**config.mk**
```make
export PLATFORM = sky130hd
export DESIGN_NAME = gcm_tag_unit
export DESIGN_NICKNAME = d
export VERILOG_FILES = /design/src/hw/gcm_pkg.sv /design/src/hw/gcm_tag_unit.sv
export SDC_FILE = /design/constraint.sdc
export NUM_CORES = 1
export LEC_CHECK = 0
export BUFFER_PORTS_ARGS = -buffer_cell sky130_fd_sc_hd__buf_2
export CAP_MARGIN = 20
export CORE_ASPECT_RATIO = 0.8
export CORE_MARGIN = 1.5
export CORE_UTILIZATION = 36
export DETAILED_ROUTE_END_ITERATION = 10
export HOLD_SLACK_MARGIN = 0.08
export PLACE_DENSITY_LB_ADDON = 0.3
export SLEW_MARGIN = 20
export SYNTH_ARGS = -nofsm -noshare
export SYNTH_HDL_FRONTEND = slang
export SYNTH_SLANG_ARGS = --single-unit
```
**constraint.sdc**
```tcl
create_clock -name clk -period 2.2 [get_ports clk]
set_input_delay 0.22 -clock clk [delete_from_list [all_inputs] [get_ports clk]]
set_output_delay 0.22 -clock clk [all_outputs]
set_load 0.02 [all_outputs]
```
**src/hw/gcm_pkg.sv**
```systemverilog
package gcm_pkg;

    // block and counter widths
    localparam int BLK_W = 128;
    localparam int CNT_W = 32;

    // each half of the length block is a 64-bit bit count
    localparam int LEN_FIELD_W = 64;

    // 128 bits per block, so a block count becomes bits by a shift of 7
    localparam int BLK_BITS_LOG2 = 7;

    // full 16-byte blocks, one message at a time
    typedef logic [BLK_W-1:0] gcm_blk_t;
    typedef logic [CNT_W-1:0] gcm_cnt_t;

    // upper half aad bits, lower half text bits
    typedef logic [BLK_W-1:0] gcm_len_t;

    // GCM allows at most 2^32 - 2 text blocks per message
    localparam gcm_cnt_t MAX_BLKS = 32'hffff_fffe;

    // message phase, shared by controller, interface and datapath
    typedef enum logic [2:0] {
        PH_IDLE = 3'd0,
        PH_AAD  = 3'd1,
        PH_TEXT = 3'd2,
        PH_LEN  = 3'd3,
        PH_TAG  = 3'd4
    } gcm_phase_e;

endpackage

```
**src/hw/gcm_tag_unit.sv**
```systemverilog
module gcm_tag_unit
    import gcm_pkg::*;
(
    input  logic     clk,
    input  logic     i_rst_n,
    input  logic     i_start,
    input  gcm_blk_t i_ekj0,
    input  gcm_blk_t i_s,
    input  logic     i_s_update,
    output gcm_blk_t o_tag,
    output logic     o_tag_valid
);

    gcm_blk_t r_ekj0;

    // E(K,J0) arrives together with start
    always_ff @(posedge clk)
    begin
        if (i_start)
        begin
            r_ekj0 <= i_ekj0;
        end
    end

    always_ff @(posedge clk)
    begin
        if (!i_rst_n)
        begin
            o_tag_valid <= 1'b0;
        end
        else
        begin
            o_tag_valid <= i_s_update;
        end
    end

    // T = S ^ E(K,J0), held until the next message completes
    always_ff @(posedge clk)
    begin
        if (i_s_update)
        begin
            o_tag <= i_s ^ r_ekj0;
        end
    end

endmodule

```
==> impl_metrics.ini, run 1 <==
[clocking]
root_buffer = clkbuf_16
post_cts_resize_count = 0
cts.sinks = 257
htree_levels = 1
numCtsBuffers = 27
cts_setup_buffers = 0
cts_hold_buf = 231
clockBufferDepth = 3

[outcome]
firstError = [ERROR RSZ-0060] Max buffer count reached.
outcome = stopped before the end
haltStage = clock tree synthesis (4_1_cts)

[floorplan]
rows = 51
die_w_um = 178
die_h_um = 143
ios = 389
start_util = 0.364

[synth]
syn_nets = 646
syn_inst = 386
ys_warn_count = 0
yosys_register_bits = 257
syn_avg_cell_area_um2 = 22.9
synth.area.top_cells = edfxtp_1 (87%), xor2_1 (13%), dfxtp_1 (0.23%), and2_1 (0.071%)
yosysUniqueCellTypes = 4
yosys.area.top_type_share = 0.870
ys_seq_area_frac = 0.872
synth_top_cell_by_area = edfxtp_1
syn_area_mm2 = 0.00883

[placed_design]
portBuffers = 388
hpwl_um = 14600
gp_congestion = 0.766
## cells by family after synthesis
logic type	after synthesis	synth area share
simple gates	1	0.000709
xor+xnor	128	0.127
flops	257	0.872
## synthesized netlist by cell type
cell	n
dfxtp_1	1
and2_1	1
edfxtp_1	256
xor2_1	128
## stage by stage
stage           util  std cells  instance area, um^2  setup slack (ns)
2_1_floorplan      -        386                 8830              1.43
3_3_place_gp   0.466       1103                11300             0.915
3_5_place_dp   0.466       1103                11300             0.899
==> run 2: changes to the inputs <==
- CORE_ASPECT_RATIO: 0.8 -> not set
- CORE_UTILIZATION: 36 -> 21
- HOLD_SLACK_MARGIN: 0.08 -> not set
- PLACE_DENSITY_LB_ADDON: 0.3 -> 0.15
==> run 2 against run 1 <==
  * The flow now finishes without violations
  * Synthesized cell count did not move
  * Synthesized area did not move
==> impl_metrics.ini, run 2 <==
[routing]
avgViaCountPerCell = 3.56
firstDrtPassIters = 4
met1_length_um = 9880
route.vias.total = 5793
wire_per_inst_um = 14.8
routed_wl_um = 24200
ant_nets = 0
highest_layer = met4
drc = 0
wl_met3_um = 1890
wl_met2_um = 11900
first_iter_violations = 147

[grt]
grt_max_degree = 43
grt_use_total = 0.110
grt.overflow.total = 0
grt_pass1_wl_um = 36700
antenna_found_initial = 1
grt_pass1_vias = 6431

[sta]
slew_headroom = 0.651
holdWs_ns = 0.0341
finalMaxSlewViolations = 0
fin_skew_ns = 0.00601
hold_viol = 0
fin_crit_sh = 0.626
setup_tns_ns = 0
timing.final.crit_period_ns = 1.38
worst_slew_pin_slew_ns = 0.524
grt_setup_unrepaired = false
fmax_mhz = 726
setup_viol = 0

[job]
drv_cap = 0

[synth]
synth_commonest_cells = edfxtp_1 (256), xor2_1 (128), and2_1 (1), dfxtp_1 (1)
synth-main-ff-cell = edfxtp_1
syn_nets = 646
syn_avg_cell_area_um2 = 22.9
synthMostInstantiatedCell = edfxtp_1
synth-edff-count = 256
yosys.area.top_type_share = 0.870
yosys_register_bits = 257
syn_inst = 386
synth.area.top_cells = edfxtp_1 (87%), xor2_1 (13%), dfxtp_1 (0.23%), and2_1 (0.071%)
yosysUniqueCellTypes = 4
async_reset_ff_frac = 0
ys_seq_area_frac = 0.872
ys_warn_count = 0
syn_area_mm2 = 0.00883
synth_top_cell_by_area = edfxtp_1

[power_and_ir_drop]
p_per_area_mw_per_mm2 = 812
power_leakage_uw = 0.00620
peakVddDrop_v = 0.000481

[clocking]
post_cts_resize_count = 0
htree_levels = 1
numCtsBuffers = 31
root_buffer = clkbuf_16
clk-insertion-delay-late_ns = 0.55
cts.clk_slew.worst_paths_ns = 0.06
cts.sinks = 257
cts_tree = done
clockBufferDepth = 3

[final_layout]
nets = 1334
drive_gt1_frac = 0.401
area_growth_pct = 70.9
post-route-util = 0.367
final_common_cell = buf_2
top_regs = o_tag: 128 flops, r_ekj0: 128 flops, o_tag_valid: 1 flops
final_cell_mix = buf_2 (386), dlygate4sd3_1 (256), edfxtp_1 (256)

[setup_path]
slowest_stage = edfxtp_1
worstRegToRegCells = 1
path_max_fanout = 1
crit_buf_inv = 1
crit_required_ns = 1.98
max_stage_delay_ns = 0.42
crit_cells = 1
cp-end-kind = primary output
crit_type = register to primary output
cp-start-kind = register
crit_path_cell_trace = buf_2
critical_path_arrival_ns = 1.16
critPathTopFamily = flip-flops

[worst_hold_path]
hp-class = input port to register
whs_path_depth = 2

[placed_design]
gp_congestion = 0.724
portBuffers = 388
hpwl_um = 16900

[floorplan]
die-area_mm2 = 0.0433
ios = 389
start_util = 0.214
die_w_um = 208
core_mm2 = 0.0412
rows = 74
die_h_um = 208

[outcome]
outcome = completed
-- run 2: cell counts after synthesis --
No cell type changed its count.
-- run 2: metrics by stage --
| stage | power, uW | std cells | setup WS (ns) | cell area, um^2 |
|---|---|---|---|---|
| floorplan | 6600 | 386 | 1.43 | 8830 |
| global placement | 7280 | 1317 | 0.873 | 11600 |
| detailed placement | 7290 | 1317 | 0.871 | 11600 |
| CTS | 12500 | 1628 | 0.757 | 15100 |
| global route | 12800 | 1629 | 0.769 | 15100 |
| finish | 12300 | 1629 | 0.823 | 15100 |
-- run 2: worst paths after layout --
kind | to | startpoint | slack (ns)
worst max-delay path | o_tag[5] | o_tag[5] | 0.82
worst min-delay path | o_tag[42] | i_s[42] | 0.03
worst max register to register | o_tag[108] | r_ekj0[108] | 1.36
worst min register to register | o_tag[119] | r_ekj0[119] | 0.56
-- run 2: cells by family (layout without fill, tap and decap cells) --
| logic type | Yosys count | count (layout) | synth area share |
|---|---|---|---|
| buffers and inverters | 0 | 710 | 0 |
| AND/OR/NAND/NOR | 1 | 1 | 0.000709 |
| other | 0 | 1 | 0 |
| XOR/XNOR | 128 | 128 | 0.127 |
| flip-flops | 257 | 257 | 0.872 |
-- run 2: timing repair --
| item | 4_1_cts | 5_1_grt |
|---|---|---|
| hold buffers | 256 | 0 |
| setup buffers | 0 | 0 |
| endpoints found under the hold margin | 256 | 0 |
-- run 2: layer usage --
| metal | GRT usage | vias up |
|---|---|---|
| li1 | - | 2828 |
| met1 | 0.128 | 2702 |
| met2 | 0.191 | 230 |
| met3 | 0.0391 | 33 |
| met4 | 0.0289 | 0 |
| met5 | 0 | - |
-- run 2: area by class of cell --
| cell class | instances | area, um^2 |
|---|---|---|
| well taps | 532 | 666 |
| flip-flops and latches | 257 | 7710 |
| diodes | 1 | 2.50 |
| clock inverters | 21 | 150 |
| fillers | 4025 | 26100 |
| repair buffers | 655 | 4660 |
| multi-input cells | 129 | 1130 |
| clock buffers | 34 | 787 |
-- run 2: report_power, final --
part / switching [uW] / internal (uW) / total, uW
registers: 133 / 5910 / 6050
clock network: 1960 / 2780 / 4740
logic: 735 / 743 / 1480
total: 2830 / 9440 / 12300
No activity file was read; power rests on OpenSTA's default activity.
