## src/hw/gcm_pkg.sv

```systemverilog
package gcm_pkg;

    // block and counter widths
    localparam int BLK_W = 128;
    localparam int CNT_W = 32;

    // each half of the length block is a 64-bit bit count
    localparam int LEN_FIELD_W = 64;

    // 128 bits per block, so a block count becomes bits by a shift of 7
    localparam int BLK_BITS_LOG2 = 7;

    // full 16-byte blocks, one message at a time
    typedef logic [BLK_W-1:0] gcm_blk_t;
    typedef logic [CNT_W-1:0] gcm_cnt_t;

    // upper half aad bits, lower half text bits
    typedef logic [BLK_W-1:0] gcm_len_t;

    // GCM allows at most 2^32 - 2 text blocks per message
    localparam gcm_cnt_t MAX_BLKS = 32'hffff_fffe;

    // message phase, shared by controller, interface and datapath
    typedef enum logic [2:0] {
        PH_IDLE = 3'd0,
        PH_AAD  = 3'd1,
        PH_TEXT = 3'd2,
        PH_LEN  = 3'd3,
        PH_TAG  = 3'd4
    } gcm_phase_e;

endpackage

```

## src/hw/gcm_stage_if.sv

```systemverilog
interface gcm_stage_if
    import gcm_pkg::*;
();

    // one strobe per block, blocks may come on consecutive cycles
    logic       blk_valid;
    gcm_blk_t   blk_data;
    gcm_phase_e blk_phase;

    // single-cycle pulse at message start
    logic       new_msg;

    modport ctrl (
        output blk_valid,
        output blk_data,
        output blk_phase,
        output new_msg
    );

    // hash stage and length counter only listen
    modport dp (
        input blk_valid,
        input blk_data,
        input blk_phase,
        input new_msg
    );

endinterface

```

## src/hw/gcm_len_counter.sv

```systemverilog
module gcm_len_counter
    import gcm_pkg::*;
(
    input  logic     clk,
    input  logic     i_rst_n,
    gcm_stage_if.dp  stage,
    output gcm_len_t o_len_blk
);

    gcm_cnt_t aad_cnt;
    gcm_cnt_t txt_cnt;
    gcm_cnt_t w_aad_nxt;
    gcm_cnt_t w_txt_nxt;

    // block count to a 64-bit bit length
    function automatic logic [LEN_FIELD_W-1:0] bit_len(input gcm_cnt_t cnt);
        return {{(LEN_FIELD_W-CNT_W-BLK_BITS_LOG2){1'b0}}, cnt, {BLK_BITS_LOG2{1'b0}}};
    endfunction

    // next counts include the block on the interface this cycle
    always_comb
    begin
        w_aad_nxt = aad_cnt;
        w_txt_nxt = txt_cnt;
        if (stage.blk_valid && (stage.blk_phase == PH_AAD) && (aad_cnt != MAX_BLKS))
        begin
            w_aad_nxt = aad_cnt + 1'b1;
        end
        if (stage.blk_valid && (stage.blk_phase == PH_TEXT) && (txt_cnt != MAX_BLKS))
        begin
            w_txt_nxt = txt_cnt + 1'b1;
        end
    end

    always_ff @(posedge clk)
    begin
        if (!i_rst_n || stage.new_msg)
        begin
            aad_cnt <= '0;
            txt_cnt <= '0;
        end
        else
        begin
            aad_cnt <= w_aad_nxt;
            txt_cnt <= w_txt_nxt;
        end
    end

    // the last block may still be in flight when finish arrives
    assign o_len_blk = {bit_len(w_aad_nxt), bit_len(w_txt_nxt)};

    // a block past the limit would go missing from the length block
    a_cnt_limit: assert property (@(posedge clk) disable iff (!i_rst_n)
        !(stage.blk_valid && (stage.blk_phase == PH_AAD) && (aad_cnt == MAX_BLKS)) &&
        !(stage.blk_valid && (stage.blk_phase == PH_TEXT) && (txt_cnt == MAX_BLKS)));

endmodule

```

## src/flat_wrapper.sv

```systemverilog
// flat-port wrapper written by rule: the top's interface ports become plain ports
module gcm_len_counter_flat import gcm_pkg::*;
  (clk, i_rst_n, o_len_blk, stage_blk_valid, stage_blk_data, stage_blk_phase, stage_new_msg);
  gcm_stage_if stage_i ();
  input  logic clk;
  input  logic i_rst_n;
  output gcm_len_t o_len_blk;
  input wire logic [$bits(stage_i.blk_valid)-1:0] stage_blk_valid;
  input wire logic [$bits(stage_i.blk_data)-1:0] stage_blk_data;
  input wire logic [$bits(stage_i.blk_phase)-1:0] stage_blk_phase;
  input wire logic [$bits(stage_i.new_msg)-1:0] stage_new_msg;
  assign stage_i.blk_valid = stage_blk_valid;
  assign stage_i.blk_data = stage_blk_data;
  assign stage_i.blk_phase = stage_blk_phase;
  assign stage_i.new_msg = stage_new_msg;
  gcm_len_counter u_core (.clk(clk), .i_rst_n(i_rst_n), .stage(stage_i), .o_len_blk(o_len_blk));
endmodule
```

## config.mk

```make
export PLATFORM = sky130hd
export DESIGN_NAME = gcm_len_counter_flat
export DESIGN_NICKNAME = d
export VERILOG_FILES = /design/src/hw/gcm_pkg.sv /design/src/hw/gcm_stage_if.sv /design/src/hw/gcm_len_counter.sv /design/src/flat_wrapper.sv
export SDC_FILE = /design/constraint.sdc
export NUM_CORES = 1
export LEC_CHECK = 0
export ABC_CLOCK_PERIOD_IN_PS = 3100
export BUFFER_PORTS_ARGS = -buffer_cell sky130_fd_sc_hd__buf_2
export CAP_MARGIN = 30
export CORE_MARGIN = 5
export CORE_UTILIZATION = 45
export CTS_BUF_LIST = sky130_fd_sc_hd__clkbuf_2 sky130_fd_sc_hd__clkbuf_4 sky130_fd_sc_hd__clkbuf_8
export CTS_CLUSTER_SIZE = 25
export DETAILED_ROUTE_END_ITERATION = 10
export HOLD_SLACK_MARGIN = 0.1
export PLACE_DENSITY = 0.88
export SLEW_MARGIN = 20
export SYNTH_ARGS = -nofsm -noshare
export SYNTH_HDL_FRONTEND = slang
export SYNTH_SLANG_ARGS = --single-unit
export TNS_END_PERCENT = 10
```

## constraint.sdc

```tcl
create_clock -name clk -period 3.1 [get_ports clk]
set_clock_uncertainty 0.05 [all_clocks]
set_input_delay 0.465 -clock clk [delete_from_list [all_inputs] [get_ports clk]]
set_output_delay 0.465 -clock clk [all_outputs]
set_load 0.01 [all_outputs]
```

==> flow_metrics.py, run 1 <==
metrics = {
    "critical_path": {
        "startpoint": "u_core.aad_cnt[5]$_SDFF_PP0_",
        "crit_required_ns": 2.58,
        "cp_max_fo": 6,
        "crit_arrival_ns": 2.55,
        "startpoint_type": "flip-flop",
        "worstSetupPathType": "reg -> out",
        "r2r-start": "u_core.aad_cnt[5]$_SDFF_PP0_",
        "critPathCaptureType": "output pin",
    },
    "min_path": {
        "hp-class": "reg -> reg",
        "worstHoldStart": "u_core.txt_cnt[19]$_SDFF_PP0_",
    },
    "synth": {
        "synth-edff-count": 0,
        "yosys.area_share.simple": 0.3120,
        "ys_warn_count": 0,
        "synth-xor-area-share": 0.07706,
        "synth_compound_area_frac": 0.1246,
        "synth.avg_cell_area_um2": 8.180,
        "syn_inst": 528,
        "synth_top_family_by_area": "simple AND/OR/NAND/NOR gates",
        "synth_top_flop_cell": "dfxtp_1",
        "synth_top_area_cell": "dfxtp_1",
        "muxShareOfSynthArea": 0.02317,
        "synth_cell_types": 60,
        "synthAdderAreaFrac": 0.01738,
        "seq_area_frac_synth": 0.2966,
        "async_flop_share": 0,
        "ys_top_cells_by_area": "dfxtp_1, buf_4, xor2_1",
        "synth_top_area_frac": 0.2966,
        "netlist_area_um2": 4319,
        "synth-seq-cells": 64,
    },
    "timing": {
        "setup_viol": 0,
        "max_freq_mhz": 325.8,
        "fin_crit_sh": 0.9902,
        "finalWorstSetupSlack_ns": 0.03023,
        "relSlewSlack": 0.5921,
        "tightest_slew_ns": 0.5965,
        "finalHoldViolCount": 0,
        "fin_crit_ns": 3.070,
        "rsz0062_at_grt": "yes",
        "finalMaxSlewViolations": 0,
    },
    "clocking": {
        "cts_hold_buf": 0,
        "worstSkewPairLatency_ns": 0.33,
        "cts_buffers": 9,
        "cts_tree": "built",
        "cts_buffer_depth": 2,
        "cts-root-buf": "clkbuf_8",
        "h-tree-depth": 3,
        "path_clk_slew_ns": 0.08,
        "clock-sinks": 64,
    },
    "drt": {
        "drt_iter0_drc": 299,
        "route.detailed.drc": 0,
        "wire_per_inst_um": 14.96,
        "dr.pass1.iters": 5,
        "num_vias": 3999,
        "wl_um": 10950,
        "via_per_inst": 5.463,
        "antenna_left": 0,
    },
    "placement": {
        "io_buffers": 70,
        "placed_cell_area_um2": 4568,
        "preCtsSetupSlack_ns": 0.2182,
        "gp_congestion": 0.8773,
        "dp_hpwl_um": 8338,
    },
    "power_and_ir_drop": {
        "power_density_nw_per_um2": 338.4,
        "max-vdd-ir-drop_v": 0.0002185,
        "p_leak_nw": 2.242,
    },
    "floorplanning": {
        "fp.dieH_um": 108.0,
        "rows": 35,
        "dieArea_um2": 11660,
        "fp.dieW_um": 108.0,
        "start_util": 0.4652,
        "pin_count": 263,
        "coreArea_um2": 9284,
    },
    "final_layout": {
        "n_fill_cell": 862,
        "final_nets": 740,
        "final_area_um2": 4820,
        "drive_above_1_share": 0.2156,
        "antenna_cells": 0,
        "synthToLayoutAreaGrowth_pct": 11.59,
    },
    "global_routing": {
        "gr-total-overflow": 0,
        "grt_pass1_vias": 3623,
        "globalRouteTotalUtil": 0.1824,
        "grt_antenna_before_repair": 0,
        "grt_max_degree": 32,
        "grt_pass1_wl_um": 17480,
    },
    "job": {
        "drv_cap": 0,
    },
    "run_status": {
        "status": "finished, final reports clean",
    },
}
## worst paths after layout
check,end,slack [ns],depth (start not counted)
worst max-delay path,o_len_blk[102],0.03,6
worst min-delay path,u_core.txt_cnt[19]$_SDFF_PP0_,0.46,2
worst max register to register,u_core.aad_cnt[31]$_SDFF_PP0_,0.81,5
worst min register to register,u_core.txt_cnt[19]$_SDFF_PP0_,0.46,2
## cell usage after synthesis, types with 11 or more instances
library cell,instances
buf_4,67
dfxtp_1,64
nand2_1,61
and2_1,27
nand3_1,27
xor2_1,27
a21oi_1,25
nand4_1,20
o21ai_0,15
nand2b_1,14
or3_1,14
clkbuf_1,13
or4_1,12
nor2_1,11
xnor2_1,11
## logic make-up after synthesis
| group | count (synthesis) |
|---|---|
| flip-flops | 64 |
| buffers and inverters | 97 |
| AO/OA/AOI/OAI | 80 |
| XOR/XNOR | 38 |
| other | 1 |
| adder cells (fa/ha/maj) | 6 |
| AND/OR/NAND/NOR | 232 |
| multiplexers | 10 |
## power breakdown
part           leakage (nW)  internal, mW  switching [mW]  total (mW)
registers             0.517         0.821        0.000623       0.822
logic                  1.63        0.0153          0.0658      0.0811
clock network        0.0993         0.406           0.321       0.728
total                  2.24          1.24           0.388        1.63
## routing by layer
layer  GRT usage  up-vias  share of wire
met5           0        -              0
met4     0.06402        0          0.016
met3     0.03881       13          0.090
met2      0.3091      198           0.48
met1      0.2291     1882           0.41
li1            -     1906              -
## flip-flops by register name (all words and copies together) (netlist names)
| register | cells |
|---|---|
| u_core.txt_cnt | 32 |
| u_core.aad_cnt | 32 |
## critical path, stage by stage (launching register included)
cell and delay (ns):
dfxtp_1 0.43, nand4_2 0.16, or4_4 0.59, a311o_1 0.44, or3_1 0.39, nand2_1 0.07
buf_2 0.13
## stage by stage
step / power (mW) / hold WS, ns / utilization / setup TNS (ns) / std cells
after floorplan: 0.9618 / 0.4171 / - / 0 / 591
after global placement: 0.9173 / 0.4310 / 0.4920 / 0 / 715
after detailed placement: 0.9189 / 0.4535 / 0.4920 / 0 / 715
after CTS: 1.635 / 0.4642 / 0.5144 / 0 / 731
after global routing: 1.695 / 0.4850 / 0.5191 / -0.3443 / 732
final: 1.631 / 0.4620 / 0.5191 / 0 / 732
## cell usage in the layout (no fill, tap or decap), types with 15 or more instances in the layout
| master | count |
|---|---|
| a21oi_1 | 25 |
| and2_1 | 27 |
| buf_2 | 70 |
| buf_4 | 16 |
| conb_1 | 64 |
| dfxtp_1 | 62 |
| nand2_1 | 60 |
| nand3_1 | 27 |
| nand4_1 | 20 |
| o21ai_0 | 15 |
| xor2_1 | 27 |
## cell type report
type	count	area [µm²]	share of cell area
repair buffers	87	481.7	0.09995
inverters	7	26.28	0.005452
clock inverters	3	42.54	0.008827
flip-flops and latches	64	1286	0.2669
multi-input cells	430	2669	0.5537
clock buffers	12	152.6	0.03167
well taps	129	161.4	0.03349
## what timing repair did
item	in CTS	in global routing
setup endpoints to repair	9	35
resized for setup	2	12
buffers inserted	1	1
pin swaps	1	1
No activity file was read; power rests on OpenSTA's default activity.
==> run 2: changes to the inputs <==
==> constraint.sdc (replaced) <==
create_clock -name clk -period 3.1 [get_ports clk]
set_clock_uncertainty 0.05 [all_clocks]
set_input_delay 0.155 -clock clk [delete_from_list [all_inputs] [get_ports clk]]
set_output_delay 0.155 -clock clk [all_outputs]
set_load 0.01 [all_outputs]
==> flow_metrics.py, run 2 (synthesis results as in run 1) <==
metrics = {
    "run_status": {
        "status": "finished, final reports clean",
    },
    "final_layout": {
        "layout_commonest_cell": "buf_2",
        "antenna_cells": 0,
        "final_util": 0.5073,
        "final_nets": 731,
        "n_fill_cell": 874,
        "drive_above_1_share": 0.1886,
        "final_cell_mix": "buf_2, conb_1, dfxtp_1",
        "seqCellArea_um2": 1281,
        "synthToLayoutAreaGrowth_pct": 9.038,
        "multi_input_area_um2": 2640,
        "largest_registers": "u_core.aad_cnt x32, u_core.txt_cnt x32",
    },
    "timing": {
        "fin_setup_tns_ns": 0,
        "finalHoldViolCount": 0,
        "relSlewSlack": 0.5224,
        "rsz0062_at_grt": "no",
        "max_freq_mhz": 336.6,
        "fin_crit_ns": 2.971,
        "tightest_slew_ns": 0.7146,
        "finalWorstSetupSlack_ns": 0.1293,
        "fin_crit_sh": 0.9583,
        "finalMaxSlewViolations": 0,
        "setup_viol": 0,
    },
    "clocking": {
        "cts_buffers": 9,
        "cts-root-buf": "clkbuf_8",
        "path_clk_slew_ns": 0.07,
        "h-tree-depth": 3,
        "cts_tree": "built",
        "cts_setup_buffers": 0,
        "cts_buffer_depth": 2,
        "worstSkewPairLatency_ns": 0.34,
        "clock-sinks": 64,
    },
    "drt": {
        "via_per_inst": 5.458,
        "antenna_left": 0,
        "wl_um": 10610,
        "drt_iter0_drc": 300,
        "num_vias": 3946,
        "wl_met3_um": 789,
        "wire_per_inst_um": 14.68,
        "highest_layer": "met4",
        "dr.pass1.iters": 5,
        "wl_met1_um": 4530,
        "wl_met2_um": 5086,
        "route.detailed.drc": 0,
    },
    "placement": {
        "gp_congestion": 0.8485,
        "preCtsSetupSlack_ns": 0.4487,
        "dp_hpwl_um": 8006,
        "io_buffers": 70,
    },
    "critical_path": {
        "slowest_stage": "or4_4",
        "crit_required_ns": 2.89,
        "crit_chain": "ha_1 > nand4_1 > or4_4 > o31ai_4 > buf_4 > nor4_1 > or2_1 > buf_2",
        "critPathCaptureType": "output pin",
        "worstSetupPathType": "reg -> out",
        "cp_max_fo": 13,
        "cpPeakStageDelay_ns": 0.54,
        "crit_arrival_ns": 2.77,
        "startpoint_type": "flip-flop",
    },
    "floorplanning": {
        "pin_count": 263,
        "start_util": 0.4652,
        "coreArea_um2": 9284,
        "dieArea_um2": 11660,
        "fp.dieH_um": 108.0,
        "fp.dieW_um": 108.0,
        "rows": 35,
    },
    "global_routing": {
        "grt_antenna_before_repair": 0,
        "globalRouteTotalUtil": 0.1791,
        "grt_max_degree": 51,
        "grt_pass1_wl_um": 17180,
        "grt_pass1_vias": 3625,
        "gr-total-overflow": 0,
    },
    "power_and_ir_drop": {
        "p_leak_nw": 2.182,
        "max-vdd-ir-drop_v": 0.0002222,
        "power_density_nw_per_um2": 343.4,
    },
    "job": {
        "drv_cap": 0,
    },
    "min_path": {
        "hp-class": "in -> reg",
    },
}
-- run 2: cell count changes in the layout (fill, tap and decap cells not counted), moves of 2 or more --
cell,delta
buf_4,-8
and4_1,+2
and4_2,-2
clkinv_2,+2
dfxtp_1,+2
or4_1,+2
or4_4,-2
-- run 2: worst paths after layout --
path / startpoint / endpoint / slack (ns) / cells past startpoint
worst max register to register: u_core.aad_cnt[1]$_SDFF_PP0_ / u_core.aad_cnt[10]$_SDFF_PP0_ / 0.69 / 7
worst min-delay path: stage_new_msg / u_core.txt_cnt[8]$_SDFF_PP0_ / 0.38 / 5
worst min register to register: u_core.txt_cnt[5]$_SDFF_PP0_ / u_core.txt_cnt[5]$_SDFF_PP0_ / 0.45 / 2
worst max-delay path: u_core.aad_cnt[1]$_SDFF_PP0_ / o_len_blk[82] / 0.13 / 8
-- run 2: layer usage --
| metal | up-vias | GRT usage |
|---|---|---|
| met4 | 0 | 0.05951 |
| met1 | 1857 | 0.2267 |
| li1 | 1888 | - |
| met2 | 180 | 0.2962 |
| met5 | - | 0 |
| met3 | 21 | 0.04716 |
-- run 2: area by class of cell --
| cell class | instances | share of cell area |
|---|---|---|
| clock buffers | 11 | 0.03082 |
| clock inverters | 4 | 0.009564 |
| inverters | 7 | 0.005579 |
| multi-input cells | 430 | 0.5606 |
| flip-flops and latches | 64 | 0.2721 |
| well taps | 129 | 0.03427 |
| repair buffers | 78 | 0.08714 |
-- run 2: stage by stage --
step	power, mW	std cells	hold WS (ns)	cell area (µm²)
finish	1.617	723	0.3765	4710
global route	1.680	723	0.3975	4710
CTS	1.625	723	0.3707	4706
detailed placement	0.9175	708	0.4414	4516
global placement	0.9158	708	0.4314	4516
floorplan	0.9618	591	0.3279	4556
-- run 2: timing repair --
action                     in CTS  in global routing
gates resized for setup         0                  1
setup endpoints to repair       0                  4
hold buffers                    0                  0
-- run 2: where the power goes --
group / internal, mW / switching (mW)
logic: 0.0134 / 0.0649
registers: 0.822 / 0.000641
clock network: 0.394 / 0.322
-- run 2: critical path: cells and delay by family, from the launching register on --
kind / cells / cell delay (ns)
AO/OA/AOI/OAI: 1 / 0.38
adder cells (fa/ha/maj): 1 / 0.20
AND/OR/NAND/NOR: 4 / 1.00
flip-flops: 1 / 0.45
buffers and inverters: 2 / 0.39
